<file path="src/logic/umi_flex_pkg.sv">
//####################
// Flex buffer config
//####################
package umi_flex_pkg;

   // Top level defaults
   localparam int IDW_DEF   = 256;   // Input data width
   localparam int ODW_DEF   = 64;    // Output data width
   localparam int DEPTH_DEF = 4;     // Chunk FIFO entries
   localparam int SPLIT_DEF = 0;     // Split on beat boundary when 1

   //####################
   // Split bookkeeping
   //####################

   // Progress of the packet being split
   typedef struct packed {
      logic [8:0] remaining;   // Elements not yet sent
      logic       first;       // Nothing of this packet sent yet
   } chunk_info_t;

endpackage

</file>
<file path="src/logic/umi_pkg.sv">
//####################
// UMI protocol types
//####################
package umi_pkg;

   localparam int CW = 32;   // Command width
   localparam int AW = 64;   // Address width

   //####################
   // Command word
   //####################

   // Declared MSB first, so opcode lands in bits 4:0
   typedef struct packed {
      logic       eof;       // End of frame
      logic       eom;       // End of message
      logic [1:0] prot;
      logic [3:0] qos;
      logic [7:0] atype;
      logic [7:0] len;       // Elements minus one
      logic [2:0] size;      // 2**size bytes per element
      logic [4:0] opcode;
   } umi_cmd_t;

   //####################
   // Packet header
   //####################

   // Command in the low bits, then destination, then source
   typedef struct packed {
      logic [AW-1:0] srcaddr;
      logic [AW-1:0] dstaddr;
      umi_cmd_t      cmd;
   } umi_hdr_t;

endpackage

</file>
<file path="src/logic/umi_flex.sv">
//####################
// UMI width converter
//####################
module umi_flex
  #(parameter int IDW   = umi_flex_pkg::IDW_DEF,
    parameter int ODW   = umi_flex_pkg::ODW_DEF,
    parameter int DEPTH = umi_flex_pkg::DEPTH_DEF,
    parameter int SPLIT = umi_flex_pkg::SPLIT_DEF)
   (
   input  logic              umi_in_clk,
   input  logic              umi_in_nreset,
   input  logic              bypass,         // Skip the FIFO
   input  logic              chaosmode,      // Random write hold-off
   output logic              fifo_full,
   output logic              fifo_empty,
   input  logic              umi_in_valid,
   input  umi_pkg::umi_hdr_t umi_in_hdr,
   input  logic [IDW-1:0]    umi_in_data,
   output logic              umi_in_ready,
   output logic              umi_out_valid,
   output umi_pkg::umi_hdr_t umi_out_hdr,
   output logic [ODW-1:0]    umi_out_data,
   input  logic              umi_out_ready
   );

   // Input slice to splitter
   logic              stage_valid;
   umi_pkg::umi_hdr_t stage_hdr;
   logic [IDW-1:0]    stage_data;
   logic              stage_ready;

   // Splitter to FIFO
   logic              chunk_valid;
   umi_pkg::umi_hdr_t chunk_hdr;
   logic [ODW-1:0]    chunk_data;
   logic              chunk_ready;

   umi_in_stage #(.IDW(IDW))
   in_stage_i (.umi_in_clk    (umi_in_clk),
               .umi_in_nreset (umi_in_nreset),
               .in_valid      (umi_in_valid),
               .in_hdr        (umi_in_hdr),
               .in_data       (umi_in_data),
               .in_ready      (umi_in_ready),
               .stage_valid   (stage_valid),
               .stage_hdr     (stage_hdr),
               .stage_data    (stage_data),
               .stage_ready   (stage_ready));

   umi_splitter #(.IDW(IDW), .ODW(ODW), .SPLIT(SPLIT))
   splitter_i (.umi_in_clk    (umi_in_clk),
               .umi_in_nreset (umi_in_nreset),
               .stage_valid   (stage_valid),
               .stage_hdr     (stage_hdr),
               .stage_data    (stage_data),
               .stage_ready   (stage_ready),
               .chunk_valid   (chunk_valid),
               .chunk_hdr     (chunk_hdr),
               .chunk_data    (chunk_data),
               .chunk_ready   (chunk_ready));

   umi_sync_fifo #(.ODW(ODW), .DEPTH(DEPTH))
   fifo_i (.umi_in_clk    (umi_in_clk),
           .umi_in_nreset (umi_in_nreset),
           .bypass        (bypass),
           .chaosmode     (chaosmode),
           .wr_valid      (chunk_valid),
           .wr_hdr        (chunk_hdr),
           .wr_data       (chunk_data),
           .wr_ready      (chunk_ready),
           .out_valid     (umi_out_valid),
           .out_hdr       (umi_out_hdr),
           .out_data      (umi_out_data),
           .out_ready     (umi_out_ready),
           .fifo_full     (fifo_full),
           .fifo_empty    (fifo_empty));

endmodule

</file>
<file path="src/logic/umi_in_stage.sv">
//####################
// UMI input slice
//####################
module umi_in_stage
  #(parameter int IDW = 256)
   (
   input  logic              umi_in_clk,
   input  logic              umi_in_nreset,
   input  logic              in_valid,
   input  umi_pkg::umi_hdr_t in_hdr,
   input  logic [IDW-1:0]    in_data,
   output logic              in_ready,
   output logic              stage_valid,
   output umi_pkg::umi_hdr_t stage_hdr,
   output logic [IDW-1:0]    stage_data,
   input  logic              stage_ready
   );

   logic [1:0] start_sr;     // Start-up hold after reset
   logic       in_beat;

   // Ones shift in, ready opens after two edges
   always_ff @(posedge umi_in_clk or negedge umi_in_nreset)
   begin
      if (!umi_in_nreset)
         start_sr <= 2'b00;
      else
         start_sr <= {start_sr[0], 1'b1};
   end

   // Take a beat when empty or emptying now
   assign in_ready = start_sr[1] & (~stage_valid | stage_ready);
   assign in_beat  = in_valid & in_ready;

   always_ff @(posedge umi_in_clk or negedge umi_in_nreset)
   begin
      if (!umi_in_nreset)
         stage_valid <= 1'b0;
      else if (in_ready)
         stage_valid <= in_valid;
   end

   always_ff @(posedge umi_in_clk)
   begin
      if (in_beat)
      begin
         stage_hdr  <= in_hdr;
         stage_data <= in_data;
      end
   end

   // Upstream keeps its beat steady until taken
   a_in_hold: assert property (@(posedge umi_in_clk) disable iff (!umi_in_nreset)
      in_valid && !in_ready |=>
         in_valid && $stable(in_hdr) && $stable(in_data));

endmodule

</file>
<file path="src/logic/umi_splitter.sv">
//####################
// UMI packet splitter
//####################
module umi_splitter
  #(parameter int IDW   = 256,
    parameter int ODW   = 64,
    parameter int SPLIT = 0)
   (
   input  logic              umi_in_clk,
   input  logic              umi_in_nreset,
   input  logic              stage_valid,
   input  umi_pkg::umi_hdr_t stage_hdr,
   input  logic [IDW-1:0]    stage_data,
   output logic              stage_ready,
   output logic              chunk_valid,
   output umi_pkg::umi_hdr_t chunk_hdr,
   output logic [ODW-1:0]    chunk_data,
   input  logic              chunk_ready
   );

   localparam int OBW = ODW / 8;          // Bytes per output beat
   localparam int OAW = $clog2(OBW);      // Byte offset bits in a beat
   localparam int BCW = OAW + 1;          // Byte count width
   localparam logic [BCW-1:0] BEAT_BYTES = BCW'(OBW);

   // Remainder latch
   logic                      rem_valid;
   umi_pkg::umi_hdr_t         rem_hdr;
   logic [IDW-1:0]            rem_data;
   umi_flex_pkg::chunk_info_t rem_info;

   // Packet being worked on
   umi_pkg::umi_hdr_t         cur_hdr;
   logic [IDW-1:0]            cur_data;
   umi_flex_pkg::chunk_info_t cur_info;

   logic [BCW-1:0]            chunk_bytes;
   logic [8:0]                beat_elems;
   logic [8:0]                chunk_elems;
   logic                      split_needed;
   logic                      chunk_beat;

   // What is left after this chunk
   umi_pkg::umi_hdr_t         next_hdr;
   logic [IDW-1:0]            next_data;
   umi_flex_pkg::chunk_info_t next_info;

   //####################
   // Current packet
   //####################

   always_comb
   begin
      if (rem_valid)
      begin
         cur_hdr  = rem_hdr;
         cur_data = rem_data;
         cur_info = rem_info;
      end
      else
      begin
         cur_hdr            = stage_hdr;
         cur_data           = stage_data;
         cur_info.remaining = {1'b0, stage_hdr.cmd.len} + 9'd1;
         cur_info.first     = 1'b1;
      end
   end

   // Boundary mode trims the first chunk to the next beat edge
   assign chunk_bytes = (SPLIT == 1 && cur_info.first) ?
                        BEAT_BYTES - BCW'(cur_hdr.dstaddr[OAW-1:0]) :
                        BEAT_BYTES;

   assign beat_elems   = 9'(BEAT_BYTES >> cur_hdr.cmd.size);
   assign chunk_elems  = 9'(chunk_bytes >> cur_hdr.cmd.size);
   assign split_needed = cur_info.remaining > chunk_elems;

   //####################
   // Chunk output
   //####################

   always_comb
   begin
      chunk_hdr = cur_hdr;
      if (split_needed)
      begin
         chunk_hdr.cmd.len = 8'(chunk_elems - 9'd1);
         chunk_hdr.cmd.eom = 1'b0;   // Only the last chunk ends the message
      end
   end

   assign chunk_data  = cur_data[ODW-1:0];
   assign chunk_valid = stage_valid;                    // Stage holds packet till done
   assign stage_ready = chunk_ready & ~split_needed;    // Release on last chunk
   assign chunk_beat  = chunk_valid & chunk_ready;

   //####################
   // Remainder
   //####################

   always_comb
   begin
      next_hdr            = cur_hdr;
      next_hdr.cmd.len    = cur_hdr.cmd.len - 8'(chunk_elems);
      next_hdr.dstaddr    = cur_hdr.dstaddr + {{(umi_pkg::AW-BCW){1'b0}}, chunk_bytes};
      next_hdr.srcaddr    = cur_hdr.srcaddr + {{(umi_pkg::AW-BCW){1'b0}}, chunk_bytes};
      next_data           = cur_data >> {chunk_bytes, 3'b000};
      next_info.remaining = cur_info.remaining - chunk_elems;
      next_info.first     = 1'b0;
   end

   always_ff @(posedge umi_in_clk or negedge umi_in_nreset)
   begin
      if (!umi_in_nreset)
         rem_valid <= 1'b0;
      else if (chunk_beat)
         rem_valid <= split_needed;
   end

   always_ff @(posedge umi_in_clk)
   begin
      if (chunk_beat & split_needed)
      begin
         rem_hdr  <= next_hdr;
         rem_data <= next_data;
         rem_info <= next_info;
      end
   end

   //####################
   // Checks
   //####################

   // No chunk wider than one output beat
   a_len_fits: assert property (@(posedge umi_in_clk) disable iff (!umi_in_nreset)
      chunk_valid |-> ({1'b0, chunk_hdr.cmd.len} < beat_elems));

   // Remainder count never wraps and agrees with its len field
   a_rem_count: assert property (@(posedge umi_in_clk) disable iff (!umi_in_nreset)
      rem_valid |-> (rem_info.remaining != 9'd0) &&
                    (rem_info.remaining == {1'b0, rem_hdr.cmd.len} + 9'd1));

   // Upstream keeps the packet while chunks are pending
   a_rem_held: assert property (@(posedge umi_in_clk) disable iff (!umi_in_nreset)
      rem_valid |-> stage_valid);

endmodule

</file>
<file path="src/logic/umi_sync_fifo.sv">
//####################
// UMI chunk FIFO
//####################
module umi_sync_fifo
  #(parameter int ODW   = 64,
    parameter int DEPTH = 4)
   (
   input  logic              umi_in_clk,
   input  logic              umi_in_nreset,
   input  logic              bypass,
   input  logic              chaosmode,
   input  logic              wr_valid,
   input  umi_pkg::umi_hdr_t wr_hdr,
   input  logic [ODW-1:0]    wr_data,
   output logic              wr_ready,
   output logic              out_valid,
   output umi_pkg::umi_hdr_t out_hdr,
   output logic [ODW-1:0]    out_data,
   input  logic              out_ready,
   output logic              fifo_full,
   output logic              fifo_empty
   );

   localparam int PW = (DEPTH > 1) ? $clog2(DEPTH) : 1;

   typedef struct packed {
      umi_pkg::umi_hdr_t hdr;
      logic [ODW-1:0]    data;
   } entry_t;

   entry_t        mem [DEPTH];
   entry_t        rd_entry;
   logic [PW-1:0] wr_ptr;
   logic [PW-1:0] rd_ptr;
   logic [PW:0]   count;
   logic [15:0]   lfsr;
   logic          chaos_hold;
   logic          raw_full;
   logic          raw_empty;
   logic          wr_en;
   logic          rd_en;

   //####################
   // Chaos generator
   //####################

   always_ff @(posedge umi_in_clk or negedge umi_in_nreset)
   begin
      if (!umi_in_nreset)
         lfsr <= 16'hace1;
      else
         lfsr <= {lfsr[14:0], lfsr[15] ^ lfsr[13] ^ lfsr[12] ^ lfsr[10]};
   end

   assign chaos_hold = chaosmode & (lfsr[1:0] == 2'b00);   // About one in four

   //####################
   // Buffer
   //####################

   assign raw_full  = count == (PW+1)'(DEPTH);
   assign raw_empty = count == '0;

   assign wr_ready = bypass ? out_ready : ~raw_full & ~chaos_hold;
   assign wr_en    = ~bypass & wr_valid & wr_ready;
   assign rd_en    = ~bypass & ~raw_empty & out_ready;

   always_ff @(posedge umi_in_clk or negedge umi_in_nreset)
   begin
      if (!umi_in_nreset)
      begin
         wr_ptr <= '0;
         rd_ptr <= '0;
         count  <= '0;
      end
      else
      begin
         if (wr_en)
            wr_ptr <= (wr_ptr == PW'(DEPTH-1)) ? '0 : wr_ptr + 1'b1;
         if (rd_en)
            rd_ptr <= (rd_ptr == PW'(DEPTH-1)) ? '0 : rd_ptr + 1'b1;
         if (wr_en & ~rd_en)
            count <= count + 1'b1;
         else if (rd_en & ~wr_en)
            count <= count - 1'b1;
      end
   end

   always_ff @(posedge umi_in_clk)
   begin
      if (wr_en)
         mem[wr_ptr] <= '{hdr: wr_hdr, data: wr_data};
   end

   assign rd_entry = mem[rd_ptr];

   //####################
   // Output and bypass
   //####################

   assign out_valid  = bypass ? wr_valid : ~raw_empty;
   assign out_hdr    = bypass ? wr_hdr   : rd_entry.hdr;
   assign out_data   = bypass ? wr_data  : rd_entry.data;
   assign fifo_full  = bypass ? ~out_ready : raw_full;
   assign fifo_empty = bypass | raw_empty;

   // Full stays full until a read, so no write slipped in
   a_no_overflow: assert property (@(posedge umi_in_clk) disable iff (!umi_in_nreset)
      !bypass && raw_full && !rd_en |=> raw_full && (wr_ptr == rd_ptr));

   // Empty stays empty until a write, so no read slipped out
   a_no_underflow: assert property (@(posedge umi_in_clk) disable iff (!umi_in_nreset)
      !bypass && raw_empty && !wr_en |=> raw_empty && (wr_ptr == rd_ptr));

endmodule

</file>
<file path="config.mk">
export PLATFORM = sky130hd
export DESIGN_NAME = umi_flex
export DESIGN_NICKNAME = d
export VERILOG_FILES = /design/src/logic/umi_flex_pkg.sv /design/src/logic/umi_pkg.sv /design/src/logic/umi_flex.sv /design/src/logic/umi_in_stage.sv /design/src/logic/umi_splitter.sv /design/src/logic/umi_sync_fifo.sv
export SDC_FILE = /design/constraint.sdc
export NUM_CORES = 2
export LEC_CHECK = 0
export BUFFER_PORTS_ARGS = -buffer_cell sky130_fd_sc_hd__buf_2
export CAP_MARGIN = 20
export CORE_MARGIN = 2
export CORE_UTILIZATION = 50
export DETAILED_ROUTE_END_ITERATION = 6
export PLACE_DENSITY = 0.69
export RECOVER_POWER = 25
export SYNTH_ARGS = -nofsm -noshare
export SYNTH_HDL_FRONTEND = slang
export SYNTH_SLANG_ARGS = --single-unit
</file>
<file path="constraint.sdc">
create_clock -name umi_in_clk -period 40.4 [get_ports umi_in_clk]
set_input_delay 2.02 -clock umi_in_clk [delete_from_list [all_inputs] [get_ports umi_in_clk]]
set_output_delay 2.02 -clock umi_in_clk [all_outputs]
set_load 0.02 [all_outputs]
</file>
## Word level (Yosys, flattened, before mapping)

Memories as Yosys holds them, arrays and structs flattened.
Index checks and enable logic that the tools add are counted.
W data, S select, Z words.

- Output and inout bits: 228
- Bits in writable memories: 896
- Input port bits: 422
- Memories kept: 1
- Logic and storage cells: 93
- Bits in registers: 804

- $lt $le $gt $ge: 1
- Equal/unequal tests: 3
- Reduce and logical (&&, ||, !) cells: 3
- Add/sub/neg operators: 10
- Shift operators: 1
- Bitwise gates (word level): 27
- Muxes and demuxes: 16

Memory list:

| name | depth | bits a word | rd ports | clocked after memory_dff | wr ports | RTL line | RTL |
|---|---|---|---|---|---|---|---|
| fifo_i.mem | 4 | 224 | 1 | 0 | 1 | umi_sync_fifo.sv:31 | `entry_t mem [DEPTH];` |

Operators with widths:

| cell | number |
|---|---|
| $mux W160 | 2 |
| $mux W192 | 1 |
| $add A64 B4 Y64 const B | 2 |
| $mux W64 | 1 |
| $and A1 B1 Y1 | 13 |
| $mux W10 | 1 |
| $add A8 B1 Y9 const B | 1 |
| $gt A9 B9 Y1 | 1 |
| $not A1 Y1 | 9 |
| $shr A4 B3 Y9 const A | 1 |
| $sub A9 B9 Y9 | 1 |
| $mux W8 | 1 |
| $sub A8 B1 Y8 const B | 1 |
| $sub A8 B8 Y8 | 1 |
| $mux W1 | 6 |
| $mux W3 | 2 |
| $add A2 B1 Y2 const B | 2 |
| $eq A2 B2 Y1 const B | 2 |
| $mux W2 | 2 |
| $add A3 B1 Y3 const B | 1 |
| $eq A3 B3 Y1 const B | 1 |
| $logic_not A3 Y1 | 1 |
| $sub A3 B1 Y3 const B | 1 |
| $xor A1 B1 Y1 | 3 |
| 3 further kinds | 4 |

## Logic depth before layout (Yosys ltp)

- Word-level depth: 10
- Mapped depth: 19
- Mapped depth without buffers: 11

## Cells and area by module

From an unflattened synthesis, not the netlist that was laid out.

- Cell total of the unflattened synthesis: 3,606
- Area, all modules: 69,514.2 µm²

By module, submodules not included:

| module | area each (µm²) | sequential area each (µm²) | cells each | instances |
|---|---|---|---|---|
| umi_sync_fifo | 35,838.1 | 27,491.4 | 1,484 | 1 |
| umi_splitter | 21,072.7 | 10,865.4 | 1,696 | 1 |
| umi_in_stage | 12,603.3 | 12,567.1 | 426 | 1 |

## Least setup slack after synthesis

No wires, ideal clock.

- Path kind: register -> register
- Start point: reg splitter_i.rem_valid
- End point: reg splitter_i.rem_data[0], enable pin
- Data arrival time: 18.999 ns
- Required time: 39.264 ns
- Path buffers: 9
- Path slack: 20.265 ns
- Stages on the path, launching flop included: 17
- Clock period less this slack: 20.135 ns
- Setup time: 1.136 ns
- Path through: dfrtp_1 buf_6 buf_6 buf_2 buf_2 buf_2 clkbuf_1 buf_2 mux2_2 ha_1 nor2b_1 o311ai_0 o21ai_0 or4b_1 buf_2 buf_6 nor2b_1

- Cells in the longest elaborated chain, start to end: 4
- Elaborated cells on any way between the ends: 5
- Those cells by class: order compare (1); shift (1); mux (2); bitwise (1)

RTL lines:

| element | RTL line | RTL |
|---|---|---|
| start, declared | umi_splitter.sv:27 | `logic rem_valid;` |
| start signal, assigned | umi_splitter.sv:117 | `rem_valid <= split_needed;` |
| $mux W160 | umi_splitter.sv:54 | `if (rem_valid)` |
| $shr A4 B3 Y9 | - |  |
| $gt A9 B9 Y1 * | umi_splitter.sv:76 | `assign split_needed = cur_info.remaining > chunk_elems;` |
| $and A1 B1 Y1 * | umi_splitter.sv:122 | `if (chunk_beat & split_needed)` |
| end signal, assigned | umi_splitter.sv:125 | `rem_data <= next_data;` |
| end, declared | umi_splitter.sv:29 | `logic [IDW-1:0] rem_data;` |

Mark *: on every way between the ends. The rest lies on a longest branch, timed or not.
A chain may end at the register's enable or synchronous reset.

==> summary by stage <==
STA
The clock tree skew after final layout is 0.02551 ns. Setup repair after global routing left no endpoint under its margin. The final worst-path cycle share is 33.05%.

The headroom to the max-slew limit is -455.3%. The total of endpoints with negative setup slack in the final report is 0. The final hold violation count is 0. The highest clock rate is 0.07489 GHz. The count of final max-slew check failures is 279. The time the final worst path needs with I/O delays and setup is 13.35 ns. The pin slew with the least headroom to its limit is 8.329 ns. Adding up every negative setup slack in the final design gives 0 ns.

Synth
Dividing the synthesized area by the synthesized cell count gives 18.08 um^2. The number of synthesized register bits is 1700. Synthesis produced a netlist with a net count of 4200. The arithmetic-cell share of the synthesized area counting full adders, half adders and majority gates is 0.4200%.

The cell area that synthesis handed to floorplanning was 67920 um^2. The synthesized design contains 1673 enable-type register cells. The most used flip-flop cell after synthesis is edfxtp_1. The top-area cell type share of the netlist area is 73.97%. The synthesized netlist devotes 1.373% of its cell area to compound gates. In the post-synthesis netlist, the biggest area contributors are edfxtp_1 (74%), mux4_2 (7.4%), mux2_2 (5.6%). The portion of netlist area occupied by mux cells is 13.50%. The netlist uses 77 different library cells. The commonest cells after synthesis are edfxtp_1 (1673), nand2_1 (632), mux2_2 (338), mux4_2 (224), xnor2_1 (99).

Synthesis handed over a netlist of 3757 instances. The synthesized netlist devotes 1.780% of its cell area to XOR and XNOR gates. edfxtp_1 takes more of the synthesized area than any other cell. The Yosys step of the flow raised 0 warnings. The largest family of logic cells by synthesized area is multiplexers.

The sequential area share after synthesis is 74.98%. Counting flops with an async set or reset pin after synthesis yields a share of 1.588%. The most common cell in the netlist is edfxtp_1. The synthesized netlist devotes 6.590% of its cell area to simple gates.

Clock tree
The clock net sink count is 1700. TritonCTS built the clock tree. The number of buffers added to fix hold violations after cts is 0. Clock-pin slew was measured on the worst setup and hold paths at 0.06 ns. The clock tree synthesis step divided the H-tree into 4 levels. The clock passes through at most 3 buffers.

The later-pin clock latency in the skew report is 0.79 ns. After clock tree synthesis, the setup repair step added 0 buffers. The root cell of the clock tree is clkbuf_16. The number of buffers created by CTS is 175. The number of gates resized after CTS was 0.

Cells and area
The multi-input combinational cells in the finished layout cover a total of 16090 um^2. The final net count is 4915. The share of layout cells above drive strength 1 is 29.70%. Counting the fill cells in the layout gives 10260. The count of cells in the finished layout, fillers not included, comes to 6411. The final core area utilization is 58.15%.

Registers take 50930 um^2. The growth of design area from synthesis to finish is 15.70%.

Outcome
The final reports fail on design-rule violations, max-capacitance violations, max-slew violations. The flow ran to the end, but the final reports show violations.

Place
The number of placed instances, taps included is 6073. Buffers placed on the I/O ports in this run total 649. The congestion estimate from routability-driven global placement came to 0.8432. The sum of net half-perimeters after detailed placement is 99850 um.

Setup path
Counting buffers and inverters, the worst setup path is 4 cells deep. The endpoint of the lowest-slack register-to-register path is splitter_i.rem_hdr[95]$_DFFE_PP_. The arrival time at the worst endpoint is 11.33 ns. The timing endpoint of the critical path is umi_out_hdr[68]. The slowest stage cell on the critical path is clkbuf_1. The class of the most critical setup path is register to primary output. The largest delay contributor family on the critical path is buffers and inverters. In this run the critical register-to-register path is launched from splitter_i.rem_valid$_DFFE_PN0P_.

The worst setup path is captured at a primary output. The worst setup path is launched from a register. The source of the critical timing path is splitter_i.rem_valid$_DFFE_PN0P_. The reg2reg setup slack is 27.69 ns. For this run, the slowest stage of the critical path takes 5.88 ns. The highest net fanout along the worst path is 155. The number of buffers and inverters on the critical path is 2. Traced cell by cell, the critical path runs through clkbuf_1 -> mux2i_1 -> o21ai_0 -> buf_2. The worst endpoint required time is 38.38 ns. The number of cells on the worst reg-to-reg path is 10.

Route
The detailed-routing iteration count for the pre-antenna-repair pass is 7. The count of vias placed by the detailed router is 35690. After detailed routing, the number of remaining DRC violations is 12. The first-iteration detailed-routing DRC count is 3198. The number of nets still failing antenna checks after routing is 0. The routed via count divided by cell count is 5.567. The sum of routed wire length over all layers is 158000 um. The average wire per standard cell is 24.65 um.

Power
The analysis attributes to cell leakage a power of 27.55 nW. Dividing total power by cell area gives a power density of 77.83 nW/um^2. IR analysis of the VDD net gives a maximum drop of 55.88 uV.

The post-layout total power is 6.116 mW.

Die
The die span in y is 372.6 um. The number of rows created at floorplan is 135. The full die area is 138800 um^2. For this configuration, the core starts out at a cell density of 50.26%. The die boundary width is 372.6 um. 650 I/O pins were placed. The placeable core region is 135100 um^2.

GRT
The first global-routing pass estimated 229400 um of wire. Entering global routing, the biggest net connects 156 pins. The number of antenna violations at the first check in global routing is 34. For this run the aggregate overflow at the end of global routing stands at 0. The via count of the first global-routing pass is 34950.

The aggregate global-route resource usage is 22.44%.

Worst hold path
The type of the most critical hold path is register to register.

Flow run
The max-capacitance violation count is 3.
-- flip-flops by register name, indices dropped and copies added, names as in the netlist --
| signal | cells |
|---|---|
| in_stage_i.stage_valid | 1 |
| splitter_i.rem_info | 9 |
| in_stage_i.start_sr | 2 |
| fifo_i.wr_ptr | 2 |
| fifo_i.mem | 896 |
| splitter_i.rem_data | 192 |
| fifo_i.lfsr | 16 |
| in_stage_i.stage_hdr | 160 |
| in_stage_i.stage_data | 256 |
| fifo_i.rd_ptr | 2 |
| fifo_i.count | 3 |
| splitter_i.rem_valid | 1 |
| splitter_i.rem_hdr | 160 |
-- worst reg2reg max path: stages (launching register included) --
cell and delay (ns):
dfrtp_1 1.86, clkbuf_1 5.90, mux2i_1 1.82, inv_1 0.53
ha_1 0.27, inv_1 0.09, a211oi_4 0.55, nand3_1 0.43
nor3_2 0.60, nand4_1 0.24, xnor2_1 0.17
-- metal layers --
metal	up-vias	part of all wire (%)	GRT usage (%)
li1	15990	-	-
met3	266	6.3	4.522
met2	1207	49	35.74
met5	-	0.065	0
met1	18210	42	31.12
met4	18	3.0	7.592
-- logic make-up after synthesis --
| group | count (synthesis) |
|---|---|
| XOR/XNOR | 138 |
| flip-flops | 1700 |
| multiplexers | 593 |
| buffers and inverters | 211 |
| adder cells (fa/ha/maj) | 21 |
| AND/OR/NAND/NOR | 968 |
| other | 1 |
| AO/OA/AOI/OAI | 125 |
-- metrics by stage --
step	setup WS [ns]	hold slack, ns	area [um^2]
detailed placement	33.27	0.3347	73120
CTS	32.90	0.3513	78590
global placement	33.31	0.3326	73120
finish	27.05	0.3483	78580
global route	25.99	0.3536	78560
floorplan	20.26	0.3312	67920
-- cell type report --
class                           instances  share of cell area, %
Clock inverter                        105                  1.119
Antenna cell                           17                0.05414
Sequential cell                      1700                  64.82
Multi-Input combinational cell       1846                  20.48
Clock buffer                          213                  5.836
Tap cell                             1781                  2.836
Timing Repair Buffer                  701                  4.619
Inverter                               48                 0.2388
-- how the worst min path moves through the flow --
| stage | from | to | slack (ns) | depth (start not counted) |
|---|---|---|---|---|
| final | fifo_i.lfsr[4]$_DFF_PN0_ | fifo_i.lfsr[5]$_DFF_PN1_ | 0.35 | 0 |
| after global placement | in_stage_i.start_sr[0]$_DFF_PN0_ | in_stage_i.start_sr[1]$_DFF_PN0_ | 0.33 | 0 |
| after global routing | fifo_i.lfsr[8]$_DFF_PN0_ | fifo_i.lfsr[9]$_DFF_PN0_ | 0.35 | 0 |
| after CTS | fifo_i.lfsr[4]$_DFF_PN0_ | fifo_i.lfsr[5]$_DFF_PN1_ | 0.35 | 0 |
| after floorplan | fifo_i.lfsr[2]$_DFF_PN0_ | fifo_i.lfsr[3]$_DFF_PN0_ | 0.33 | 0 |
| after detailed placement | in_stage_i.start_sr[0]$_DFF_PN0_ | in_stage_i.start_sr[1]$_DFF_PN0_ | 0.33 | 0 |
-- report_power, final --
group | switching, mW | internal (mW)
clock network | 0.663 | 0.884
registers | 0.132 | 2.56
logic | 1.16 | 0.711
-- cell usage in the layout (no fill, tap or decap), drive strengths merged, types with 4 or more instances in the layout --
master   synthesis  layout
inv             47      58
nand3           74      74
clkinv           1      81
clkbuf          74     296
o21ai           42      42
bufinv           0      12
diode            0      17
dfrtp           19      19
a221oi           5       5
nand2b           4       4
a21oi           18      18
a21o            10      10
or3              5       5
a31oi            4       4
nand4           34      34
nor2b           81      81
and3            10      10
xnor2           99      99
mux2i           30      30
mux4           224     224
a22oi            6       6
nor4             9       9
xor2            39      39
nand3b          22      22
and2            13      13
mux2           339     339
nor2            48      48
ha              18      18
edfxtp        1673    1673
a211oi           7       7
a2111oi          4       4
o31ai            7       7
a32o             6       6
nand2          633     633
buf             89     618
dfstp            8       8
nand4b          15      15
nor3            13      13
No activity file was read; power rests on OpenSTA's default activity.
